<file path="config.mk">
export PLATFORM = sky130hd
export DESIGN_NAME = read_datapath
export DESIGN_NICKNAME = d
export VERILOG_FILES = /design/src/hdl/read_path_pkg.sv /design/src/hdl/oct_control.sv /design/src/hdl/read_capture_fifo.sv /design/src/hdl/read_data_output.sv /design/src/hdl/read_datapath.sv /design/src/hdl/read_latency_selector.sv
export SDC_FILE = /design/constraint.sdc
export NUM_CORES = 1
export LEC_CHECK = 0
export ABC_AREA = 1
export BUFFER_PORTS_ARGS = -buffer_cell sky130_fd_sc_hd__buf_4
export CAP_MARGIN = 25
export CORE_ASPECT_RATIO = 1.1
export CORE_MARGIN = 2
export CORE_UTILIZATION = 40
export DETAILED_ROUTE_END_ITERATION = 16
export PLACE_DENSITY_LB_ADDON = 0.3
export SYNTH_ARGS = -nofsm -noshare
export SYNTH_HDL_FRONTEND = slang
export SYNTH_HIERARCHICAL = 1
export SYNTH_SLANG_ARGS = --single-unit
</file>
<file path="constraint.sdc">
create_clock -name pll_afi_clk -period 6.29 [get_ports pll_afi_clk]
set_clock_uncertainty 0.05 [all_clocks]
set_input_delay 1.258 -clock pll_afi_clk [delete_from_list [all_inputs] [get_ports pll_afi_clk]]
set_output_delay 1.258 -clock pll_afi_clk [all_outputs]
set_load 0.05 [all_outputs]
</file>
<file path="src/hdl/read_path_pkg.sv">
//**************************************************************************
// Widths, types and constants shared by the read datapath modules
//**************************************************************************

package read_path_pkg;

	//**************************************************************************
	// Data widths
	//**************************************************************************

	// Number of DQ bits served by one DQS group
	localparam int DQ_GROUP_WIDTH = 8;

	// Half rate with double data rate gives four memory time slots per AFI cycle
	localparam int SLOTS_PER_AFI = 4;

	// One DQS group carries this many bits in one AFI cycle
	localparam int GROUP_WORD_WIDTH = DQ_GROUP_WIDTH * SLOTS_PER_AFI;

	// Data of one DQS group in a single memory time slot
	typedef logic [DQ_GROUP_WIDTH-1:0] dq_slot_t;

	// Data of one DQS group over a whole AFI cycle
	// Slot 0 sits in the low bits, slot 3 in the high bits
	typedef logic [GROUP_WORD_WIDTH-1:0] group_word_t;

	//**************************************************************************
	// Read latency
	//**************************************************************************

	// Width of the latency count written by the sequencer
	localparam int LATENCY_WIDTH = 4;

	// Read latency in AFI cycles as set by the sequencer during calibration
	typedef logic [LATENCY_WIDTH-1:0] latency_t;

	// The latency shifter holds one tap for every value the count can take
	// With a four bit count the shifter is sixteen stages long
	localparam int MAX_READ_LATENCY = 2 ** $bits(latency_t);

endpackage

</file>
<file path="src/hdl/oct_control.sv">
//**************************************************************************
// Force OCT off window built from a history of the read enable
//**************************************************************************

`timescale 1ns/10ps

module oct_control #(
	parameter int MEM_T_RL = 8
) (
	input  logic pll_afi_clk,
	input  logic reset_n_afi_clk,
	input  logic rdata_en_full_i,
	output logic force_oct_off_o
);

	// Start and end of the termination window in AFI cycles after the enable
	// The window opens a little before the burst and closes a few cycles past it
	localparam int OCT_ON_DELAY  = (MEM_T_RL > 4) ? ((MEM_T_RL - 4) / 2) : 0;
	localparam int OCT_OFF_DELAY = (MEM_T_RL + 6) / 2;

	// Enables of earlier edges, bit 0 being the one of the previous edge
	logic [OCT_OFF_DELAY-1:0] rdata_en_r;

	// Bit d is the enable seen d edges back, bit 0 is the current input
	logic [OCT_OFF_DELAY:0]   rdata_en_shifter;

	assign rdata_en_shifter = {rdata_en_r, rdata_en_full_i};

	//**************************************************************************
	// Termination window
	//**************************************************************************

	// Termination stays on while any enable lies inside the window, and the
	// force off request goes high only once the bus is quiet again
	always_ff @(posedge pll_afi_clk or negedge reset_n_afi_clk)
	begin
		if (!reset_n_afi_clk)
		begin
			rdata_en_r      <= '0;
			force_oct_off_o <= 1'b0;
		end
		else
		begin
			rdata_en_r      <= rdata_en_shifter[OCT_OFF_DELAY-1:0];
			force_oct_off_o <= ~(|rdata_en_shifter[OCT_OFF_DELAY:OCT_ON_DELAY]);
		end
	end

endmodule

</file>
<file path="src/hdl/read_capture_fifo.sv">
//**************************************************************************
// Read data resynchronization FIFO for one DQS group, written by the
// capture strobe and popped by the read latency logic
//**************************************************************************

`timescale 1ns/10ps

module read_capture_fifo #(
	parameter int FIFO_DEPTH = 8
) (
	input  logic                       pll_afi_clk,
	input  logic                       reset_n_afi_clk,
	input  logic                       fifo_reset_i,
	input  logic                       capture_valid_i,
	input  read_path_pkg::group_word_t capture_data_i,
	input  logic                       read_enable_i,
	output read_path_pkg::group_word_t read_data_o
);

	import read_path_pkg::*;

	// FIFO_DEPTH is a power of two, so the pointers wrap on their own
	localparam int ADDR_WIDTH = $clog2(FIFO_DEPTH);

	// Storage for the captured AFI cycles of this group
	group_word_t fifo_mem [FIFO_DEPTH];

	logic [ADDR_WIDTH-1:0] wr_ptr;
	logic [ADDR_WIDTH-1:0] rd_ptr;

	// One extra bit so that a full FIFO can be told apart from an empty one
	logic [ADDR_WIDTH:0]   fill_count;

	logic                  fifo_empty;
	logic                  fifo_full;
	logic                  do_push;
	logic                  do_pop;

	assign fifo_empty = (fill_count == '0);
	assign fifo_full  = (fill_count == FIFO_DEPTH[ADDR_WIDTH:0]);

	// A strobe into a full FIFO is dropped, and nothing is written while the
	// sequencer holds the FIFO in reset
	assign do_push = capture_valid_i & ~fifo_full & ~fifo_reset_i;

	// Popping an empty FIFO is ignored so the output word keeps its value
	assign do_pop  = read_enable_i & ~fifo_empty & ~fifo_reset_i;

	//**************************************************************************
	// Write side
	//**************************************************************************

	always_ff @(posedge pll_afi_clk)
	begin
		if (do_push)
		begin
			fifo_mem[wr_ptr] <= capture_data_i;
		end
	end

	//**************************************************************************
	// Pointers and fill count
	//**************************************************************************

	always_ff @(posedge pll_afi_clk or negedge reset_n_afi_clk)
	begin
		if (!reset_n_afi_clk)
		begin
			wr_ptr     <= '0;
			rd_ptr     <= '0;
			fill_count <= '0;
		end
		else if (fifo_reset_i)
		begin
			// Sequencer reset, the next pop returns the first word captured after it
			wr_ptr     <= '0;
			rd_ptr     <= '0;
			fill_count <= '0;
		end
		else
		begin
			if (do_push)
			begin
				wr_ptr <= wr_ptr + 1'b1;
			end
			if (do_pop)
			begin
				rd_ptr <= rd_ptr + 1'b1;
			end
			// Push and pop in the same cycle leave the count unchanged
			fill_count <= fill_count + {{ADDR_WIDTH{1'b0}}, do_push}
				- {{ADDR_WIDTH{1'b0}}, do_pop};
		end
	end

	// The head word is registered on a pop and shows up one cycle later
	always_ff @(posedge pll_afi_clk or negedge reset_n_afi_clk)
	begin
		if (!reset_n_afi_clk)
		begin
			read_data_o <= '0;
		end
		else if (do_pop)
		begin
			read_data_o <= fifo_mem[rd_ptr];
		end
	end

endmodule

</file>
<file path="src/hdl/read_data_output.sv">
//**************************************************************************
// Registered AFI read valid and the reordering of the FIFO words into
// time slot major and group major buses
//**************************************************************************

`timescale 1ns/10ps

module read_data_output #(
	parameter int NUM_DQS_GROUPS = 2
) (
	input  logic                                                  pll_afi_clk,
	input  logic                                                  reset_n_afi_clk,
	input  logic                                                  read_enable_i,
	input  read_path_pkg::group_word_t [NUM_DQS_GROUPS-1:0]       group_data_i,
	output logic [NUM_DQS_GROUPS*read_path_pkg::GROUP_WORD_WIDTH-1:0] afi_rdata_o,
	output logic [NUM_DQS_GROUPS*read_path_pkg::GROUP_WORD_WIDTH-1:0] phy_mux_read_fifo_q_o,
	output logic                                                  afi_rdata_valid_o
);

	import read_path_pkg::*;

	//**************************************************************************
	// Read valid
	//**************************************************************************

	// The FIFO words land one cycle after the pop, so the valid is delayed by
	// the same cycle to line up with them
	always_ff @(posedge pll_afi_clk or negedge reset_n_afi_clk)
	begin
		if (!reset_n_afi_clk)
		begin
			afi_rdata_valid_o <= 1'b0;
		end
		else
		begin
			afi_rdata_valid_o <= read_enable_i;
		end
	end

	//**************************************************************************
	// Data reordering
	//**************************************************************************

	// The controller wants the bus ordered by time slot and sub-ordered by
	// group, for two groups that is G1_T3 G0_T3 ... G1_T0 G0_T0 from the top
	// The sequencer reads it by group and sub-ordered by time slot, which is
	// the order the FIFO words already come in
	for (genvar g = 0; g < NUM_DQS_GROUPS; g++)
	begin : gen_group
		for (genvar t = 0; t < SLOTS_PER_AFI; t++)
		begin : gen_slot
			dq_slot_t slot_data;

			// Slot t of group g as it sits in the FIFO word
			assign slot_data = group_data_i[g][t*DQ_GROUP_WIDTH +: DQ_GROUP_WIDTH];

			// Time slot major position for the AFI read data
			assign afi_rdata_o[(t*NUM_DQS_GROUPS+g)*DQ_GROUP_WIDTH +: DQ_GROUP_WIDTH] =
				slot_data;

			// Group major position for calibration reads
			assign phy_mux_read_fifo_q_o[g*GROUP_WORD_WIDTH+t*DQ_GROUP_WIDTH +: DQ_GROUP_WIDTH] =
				slot_data;
		end
	end

endmodule

</file>
<file path="src/hdl/read_datapath.sv">
//**************************************************************************
// Read datapath top level with per group FIFOs, latency selection,
// output reordering and OCT control
//**************************************************************************

`timescale 1ns/10ps

module read_datapath #(
	parameter int NUM_DQS_GROUPS = 2,
	parameter int FIFO_DEPTH     = 8,
	parameter int MEM_T_RL       = 8
) (
	input  logic                                                  pll_afi_clk,
	input  logic                                                  reset_n_afi_clk,
	input  logic [NUM_DQS_GROUPS*read_path_pkg::GROUP_WORD_WIDTH-1:0] ddio_phy_dq_i,
	input  logic [NUM_DQS_GROUPS-1:0]                             capture_valid_i,
	input  logic [NUM_DQS_GROUPS-1:0]                             seq_read_fifo_reset_i,
	input  logic                                                  afi_rdata_en_full_i,
	input  read_path_pkg::latency_t                               seq_read_latency_counter_i,
	output logic [NUM_DQS_GROUPS*read_path_pkg::GROUP_WORD_WIDTH-1:0] afi_rdata_o,
	output logic [NUM_DQS_GROUPS*read_path_pkg::GROUP_WORD_WIDTH-1:0] phy_mux_read_fifo_q_o,
	output logic                                                  afi_rdata_valid_o,
	output logic                                                  force_oct_off_o
);

	import read_path_pkg::*;

	// Registered copy of the sequencer FIFO reset, one flop per group
	logic [NUM_DQS_GROUPS-1:0]         fifo_reset_r;

	// Pop strobe shared by all group FIFOs
	logic                              read_enable;

	// Head words of the group FIFOs, group 0 in the low word
	group_word_t [NUM_DQS_GROUPS-1:0] fifo_data;

	//**************************************************************************
	// Input side
	//**************************************************************************

	// The sequencer reset is retimed before it reaches the FIFO pointers
	always_ff @(posedge pll_afi_clk or negedge reset_n_afi_clk)
	begin
		if (!reset_n_afi_clk)
		begin
			fifo_reset_r <= '0;
		end
		else
		begin
			fifo_reset_r <= seq_read_fifo_reset_i;
		end
	end

	// The captured bus is group major, so each group takes its own word
	for (genvar g = 0; g < NUM_DQS_GROUPS; g++)
	begin : gen_read_fifo
		read_capture_fifo #(
			.FIFO_DEPTH (FIFO_DEPTH)
		) u_read_capture_fifo (
			.pll_afi_clk     (pll_afi_clk),
			.reset_n_afi_clk (reset_n_afi_clk),
			.fifo_reset_i    (fifo_reset_r[g]),
			.capture_valid_i (capture_valid_i[g]),
			.capture_data_i  (ddio_phy_dq_i[g*GROUP_WORD_WIDTH +: GROUP_WORD_WIDTH]),
			.read_enable_i   (read_enable),
			.read_data_o     (fifo_data[g])
		);
	end

	//**************************************************************************
	// Latency processing
	//**************************************************************************

	read_latency_selector u_read_latency_selector (
		.pll_afi_clk     (pll_afi_clk),
		.reset_n_afi_clk (reset_n_afi_clk),
		.rdata_en_full_i (afi_rdata_en_full_i),
		.latency_count_i (seq_read_latency_counter_i),
		.read_enable_o   (read_enable)
	);

	oct_control #(
		.MEM_T_RL (MEM_T_RL)
	) u_oct_control (
		.pll_afi_clk     (pll_afi_clk),
		.reset_n_afi_clk (reset_n_afi_clk),
		.rdata_en_full_i (afi_rdata_en_full_i),
		.force_oct_off_o (force_oct_off_o)
	);

	//**************************************************************************
	// Output side
	//**************************************************************************

	read_data_output #(
		.NUM_DQS_GROUPS (NUM_DQS_GROUPS)
	) u_read_data_output (
		.pll_afi_clk           (pll_afi_clk),
		.reset_n_afi_clk       (reset_n_afi_clk),
		.read_enable_i         (read_enable),
		.group_data_i          (fifo_data),
		.afi_rdata_o           (afi_rdata_o),
		.phy_mux_read_fifo_q_o (phy_mux_read_fifo_q_o),
		.afi_rdata_valid_o     (afi_rdata_valid_o)
	);

endmodule

</file>
<file path="src/hdl/read_latency_selector.sv">
//**************************************************************************
// Read latency shifter with a tap picked by the sequencer latency count
//**************************************************************************

`timescale 1ns/10ps

module read_latency_selector (
	input  logic                    pll_afi_clk,
	input  logic                    reset_n_afi_clk,
	input  logic                    rdata_en_full_i,
	input  read_path_pkg::latency_t latency_count_i,
	output logic                    read_enable_o
);

	import read_path_pkg::*;

	// Stage k holds the read enable that was sampled k edges before the
	// most recent one, so stage 0 is the enable of the edge just gone
	logic [MAX_READ_LATENCY-1:0] latency_shifter;

	//**************************************************************************
	// Latency shifter
	//**************************************************************************

	// The controller raises the full rate read enable for every AFI cycle of
	// data it expects back, and the shifter keeps a sliding record of it
	always_ff @(posedge pll_afi_clk or negedge reset_n_afi_clk)
	begin
		if (!reset_n_afi_clk)
		begin
			latency_shifter <= '0;
		end
		else
		begin
			// The oldest stage falls off the end as a new sample comes in
			latency_shifter <= {latency_shifter[MAX_READ_LATENCY-2:0], rdata_en_full_i};
		end
	end

	//**************************************************************************
	// Tap selection
	//**************************************************************************

	// During calibration the sequencer steps the count until the data read
	// back matches its pattern, which tunes the read latency of the interface
	// Tap L is high in the cycle that starts L edges after the sampling edge
	// A count of zero is not a legal setting
	assign read_enable_o = latency_shifter[latency_count_i];

	// The selected tap pops every group FIFO in the same cycle and is the
	// source of the read valid towards the controller

endmodule

</file>
# Yosys cells after proc, flatten, opt, wreduce, memory -nomap -nowiden
# Memories as Yosys holds them, arrays and structs flattened. A register that Yosys moved wholly into a read port is not among the register bits.
# Index checks and enable logic that the tools add are counted.
# Widths: inputs -> output; s select.
totals:
  n_memories: 2
  register_bits: 47
  ram_bits: 512
memory_table:
  columns: ["name", "words", "width", "rd", "rd_ports_with_merged_regs", "write_ports", "line_no", "text"]
  rows:
  - ["gen_read_fifo[0].u_read_capture_fifo.fifo_mem", 8, 32, 1, 1, 1, "read_capture_fifo.sv:26", "group_word_t fifo_mem [FIFO_DEPTH];"]
  - ["gen_read_fifo[1].u_read_capture_fifo.fifo_mem", 8, 32, 1, 1, 1, "read_capture_fifo.sv:26", null]
classes:
  n_eq_ne: 2
  n_lt_le_gt_ge: 1
  add_sub_neg: 8
  mux: 16
  n_bitwise: 15
  n_reduce_logical: 9
op_table:
  columns: ["cell", "n"]
  rows:
  - ["$mux 3", 8]
  - ["$add 3x1->3 const B", 4]
  - ["$add 4x1->4", 2]
  - ["$and 1x1->1", 8]
  - ["$eq 4x4->1 const B", 2]
  - ["$logic_not 4->1", 2]
  - ["$mux 4", 2]
  - ["$reduce_bool 2->1", 4]
  - ["$sub 4x1->4", 2]
  - ["$not 1->1", 7]
  - ["$reduce_or 6->1", 1]
  - ["$lt 4x5->1 const B", 1]
  - ["$mux 1", 5]
  - ["$bmux 1 s4", 1]
  - ["$logic_not 1->1", 2]

# Logic depth before layout (Yosys ltp)
depth:
  ltp_word: 7
  ltp_mapped: 19
  mapped_depth_nobuf: 17

# Cells and area by module
# The synthesis kept the hierarchy.
by_module_without_submodules:
  columns: ["module", "cells_per_inst", "n_inst", "area_each_um2", "seq_area_each_um2"]
  rows:
  - ["read_capture_fifo at gen_read_fifo[0].u_read_capture_fifo", 1192, 1, 12529.5, 8738.4]
  - ["read_capture_fifo at gen_read_fifo[1].u_read_capture_fifo", 1193, 1, 12529.5, 8738.4]
  - ["read_data_output", 129, 1, 985.9, 25.0]
  - ["read_latency_selector", 66, 1, 628.1, 400.4]
  - ["oct_control", 13, 1, 221.5, 200.2]
  - ["read_datapath", 2, 1, 50.0, 50.0]

# Worst setup path before layout
# Ideal clock, no wire load.
synth_timing:
  kind: "input to register"
  start: "in capture_valid_i[0]"
  end: "mem gen_read_fifo[0].u_read_capture_fifo/fifo_mem[4][0] (netlist name) (enable)"
  path_stages: 4
  n_path_buf: 0
  slack_ns: 1.947
  t_arrival_ns: 3.832
  required_ns: 5.779
  cell_sequence: "nand2_1 > nor2_1 > nand2_1 > nor3_1"
synth_between:
  elab_chain_len: 4
synth_lines:
  columns: ["element", "line_no", "text"]
  rows:
  - ["start, declared", "read_datapath.sv:16", "input logic [NUM_DQS_GROUPS-1:0] capture_valid_i,"]
  - ["$and 1x1->1 (2 in series)", "read_capture_fifo.sv:44", "assign do_push = capture_valid_i & ~fifo_full & ~fifo_reset_i;"]
  - ["$mux 1", "read_capture_fifo.sv:55", "if (do_push)"]
  - ["$mux 1 (not written as such)", "read_capture_fifo.sv:57", "fifo_mem[wr_ptr] <= capture_data_i;"]
  - ["end, declared", "read_capture_fifo.sv:26", null]
# Every way passes these cells.

# Worst setup path in the final report
layout_timing:
  start: "in seq_read_latency_counter_i[0]"
  end: "reg gen_read_fifo[1].u_read_capture_fifo.fill_count[2]"
layout_between:
  elab_chain_len: 6
layout_lines:
  columns: ["element", "line_no", "text"]
  rows:
  - ["start, declared", "read_datapath.sv:19", "input read_path_pkg::latency_t seq_read_latency_counter_i,"]
  - ["$bmux 1 s4", "read_latency_selector.sv:48", "assign read_enable_o = latency_shifter[latency_count_i];"]
  - ["$mux 1 (not written as such)", "read_latency_selector.sv:48", null]
  - ["net read_enable", "read_datapath.sv:32", "logic read_enable;"]
  - ["$and 1x1->1 (2 in series)", "read_capture_fifo.sv:47", "assign do_pop = read_enable_i & ~fifo_empty & ~fifo_reset_i;"]
  - ["$sub 4x1->4", "read_capture_fifo.sv:92", "- {{ADDR_WIDTH{1'b0}}, do_pop};"]
  - ["$mux 4", "read_capture_fifo.sv:73", "else if (fifo_reset_i)"]
  - ["end signal, assigned", "read_capture_fifo.sv:91", "fill_count <= fill_count + {{ADDR_WIDTH{1'b0}}, do_push}"]
  - ["end, declared", "read_capture_fifo.sv:32", "logic [ADDR_WIDTH:0] fill_count;"]
# The timed path passes the listed nets, and every way through them passes these cells. The select of a mux whose other input is x is not followed.
# A chain may end at the register's enable or synchronous reset.

==> out/summary.txt <==
Seq. cell area: 18160 µm²
Core Area: 66520 µm²
NetSw: 4.889 mW
routed wl met3: 3920 µm
TritonCTS clock tree: done
DR WL met2: 31130 µm
Fin Setup TNS: 0 ns
clock root buffer master: clkbuf_16
CP endpoint kind: flop
Residual DRC: 0
outcome: finished, final reports clean
vias: 17200
antenna violations before repair: 7
Layout Area Growth over Synthesis: 13.66%
row count: 99
remaining antenna violation count after routing: 0
relative slew slack: 36.75%
crit path cell chain: buf_4, inv_8, nand2_1, nand3_1, nand3_1, nand3_1, nand2_1, nand2_1, nor2_4, ha_1, inv_1, ha_1, fa_1, xnor2_1, nor2_1
fin crit share: 54.42%
Hold Crit Class: reg -> reg
final RePlAce weighted congestion: 0.8135
Crit path required time: 6.72 ns
total power: 13.03 mW
Mapped Area: 26940 µm²
CTS buffer count: 67
H-tree levels: 3
placed instance count: 3446
# resized after CTS: 0
initial drt markers: 1124
Die Wd: 251.5 µm
share of total power in the clock network: 29.1%
GRT Total Usage: 18.00%
CP max FO: 20
syn avg cell area: 10.38 µm²
I/O pin count: 205
setup violators final: 0
MaxCap Viol Count: 0
slowest cell on the critical path: nor2_4
Pint: 8.142 mW
clock sinks: 623
Filler Cell Count: 6013
Worst Setup Start Kind: primary input
Sequential Power Share: 39.8%
yosys warns: 6
global-route wire length before repair: 97010 µm
final wirelength: 62280 µm
cells after synthesis: 2595
DIE AREA: 69460 µm²
Max Freq: 292.1 MHz
Leakage Power: 13.55 nW
Net Sw Frac: 37.52%
Tmin final: 3.423 ns
RSZ-0062 raised after global routing: false
Worst path max stage delay: 0.55 ns
register area share after synthesis: 67.37%
cell family with most CP delay: simple AND/OR/NAND/NOR gates
# nets final: 2753
vias in the first global route: 17240
final instance area: 30620 µm²
PD cells: 425.5 nW/µm²
Gate power share: 31.0%
top sig layer: met5
Main synth FF type: edfxtp_1
unique cell type count in the Yosys netlist: 24
DP Worst Slack: 2.237 ns
drt pass-1 iters: 5
arrival time worst endpoint: 3.86 ns
CP Class: in -> reg
DP Wirelength: 32560 µm
# Post-CTS Setup Buffers: 0
largest net degree at the start of global routing: 100
share of cells above drive strength 1: 13.79%
Peak supply drop: 0.3865 mV
Worst Tran Pin Value: 0.9487 ns
PortBufs: 204
Post-synth EDFFs: 512
Post-Syn Nets: 2688
hold buffers post-CTS: 0
post-synthesis sequential element count: 623
most frequent cells in the layout: nand2_1, edfxtp_1, inv_1, nand3_1, buf_4
Max Root-Sink Buffers: 3
clock-pin slew on the worst setup and hold paths: 0.06 ns
Buf/Inv on CP: 3
commonest non-fill, non-tap cell in the layout: nand2_1
placed standard-cell area: 28390 µm²
worst-skew pair later-pin latency: 0.61 ns
die height: 276.2 µm
Initial Util: 40.51%
area taken by multi-input logic gates: 5754 µm²
grt total ovfl: 0
Post-synth ARST share: 17.82%
vias per cell: 4.813
Fin. Hold Viols: 0
Final WS setup: 2.867 ns
WL/cell: 17.43 µm
Max Slew Vio Count: 0
wl on met1: 25630 µm
final cell count without fillers: 3573
==> synth_stat cells, types with 8 or more instances <==
master	n	share of area, %
nor2_1	29	0.40
inv_1	425	5.9
nand2_1	815	11
edfxtp_1	512	57
ha_1	16	0.74
buf_4	134	3.7
inv_2	8	0.11
o21ai_0	12	0.22
clkbuf_1	14	0.20
nand3_1	406	7.5
buf_2	87	1.6
dfrtp_1	111	10
==> through the flow <==
stage | utilization, % | hold WS, ns
5_1_grt | 46.04 | 0.3181
3_5_place_dp | 42.68 | 0.2935
6_report | 46.04 | 0.3036
3_3_place_gp | 42.68 | 0.2913
4_1_cts | 45.91 | 0.3064
2_1_floorplan | - | 0.2812
==> kinds of logic after synthesis <==
group	after synthesis	share of synthesized area [%]
and+or+nand+nor	1261	19.58
buffers and inverters	673	11.70
DFF	623	67.37
adders and majority gates	18	0.8916
AOI/OAI and AO/OA	14	0.2601
xor gates and xnor gates	6	0.1950
==> state kept, by name (all words and copies together), names as in the netlist <==
signal                                         flops
gen_read_fifo.u_read_capture_fifo/fifo_mem       512
u_read_latency_selector/latency_shifter           16
u_read_data_output/afi_rdata_valid_o               1
fifo_reset_r                                       2
gen_read_fifo.u_read_capture_fifo/read_data_o     64
gen_read_fifo.u_read_capture_fifo/rd_ptr           6
gen_read_fifo.u_read_capture_fifo/wr_ptr           6
gen_read_fifo.u_read_capture_fifo/fill_count       8
u_oct_control/force_oct_off_o                      1
u_oct_control/rdata_en_r                           7
==> layout make-up <==
class	count	area share, %
clock buffers	91	6.165
inverters	434	5.352
flip-flops and latches	623	59.32
well taps	858	3.505
repair buffers	235	6.010
multi-input cells	1299	18.79
diodes	2	0.01634
clock inverters	31	0.8457
==> path summary, 6_finish.rpt <==
check	end	from	cells after the start	slack, ns
worst max-delay path	gen_read_fifo[1].u_read_capture_fifo/fill_count[2]	seq_read_latency_counter_i[0]	15	2.87
worst min-delay path	u_oct_control/rdata_en_r[1]	u_oct_control/rdata_en_r[0]	0	0.30
worst max register to register	gen_read_fifo[1].u_read_capture_fifo/fill_count[2]	u_read_latency_selector/latency_shifter[13]	14	3.38
worst min register to register	u_oct_control/rdata_en_r[1]	u_oct_control/rdata_en_r[0]	0	0.30
max in group asynchronous	gen_read_fifo[1].u_read_capture_fifo/rd_ptr[1]	reset_n_afi_clk	2	4.16
min in group asynchronous	asynchronous set/reset pin	reset_n_afi_clk	1	0.59
==> power by group through the flow <==
| stage | sequential, mW | clock [mW] | combinational (mW) |
|---|---|---|---|
| floorplan | 5.07 | 0 | 3.53 |
| global route | 5.24 | 4.04 | 4.39 |
| global placement | 5.27 | 0 | 3.96 |
| finish | 5.19 | 3.80 | 4.04 |
| detailed placement | 5.28 | 0 | 4.03 |
| CTS | 5.20 | 3.88 | 4.04 |
==> routing by layer <==
layer,up-vias,track usage [%]
met2,474,31.22
met4,10,6.410
li1,8291,-
met3,129,3.728
met1,8293,22.17
met5,-,0
(Power assumes the default switching activity.)
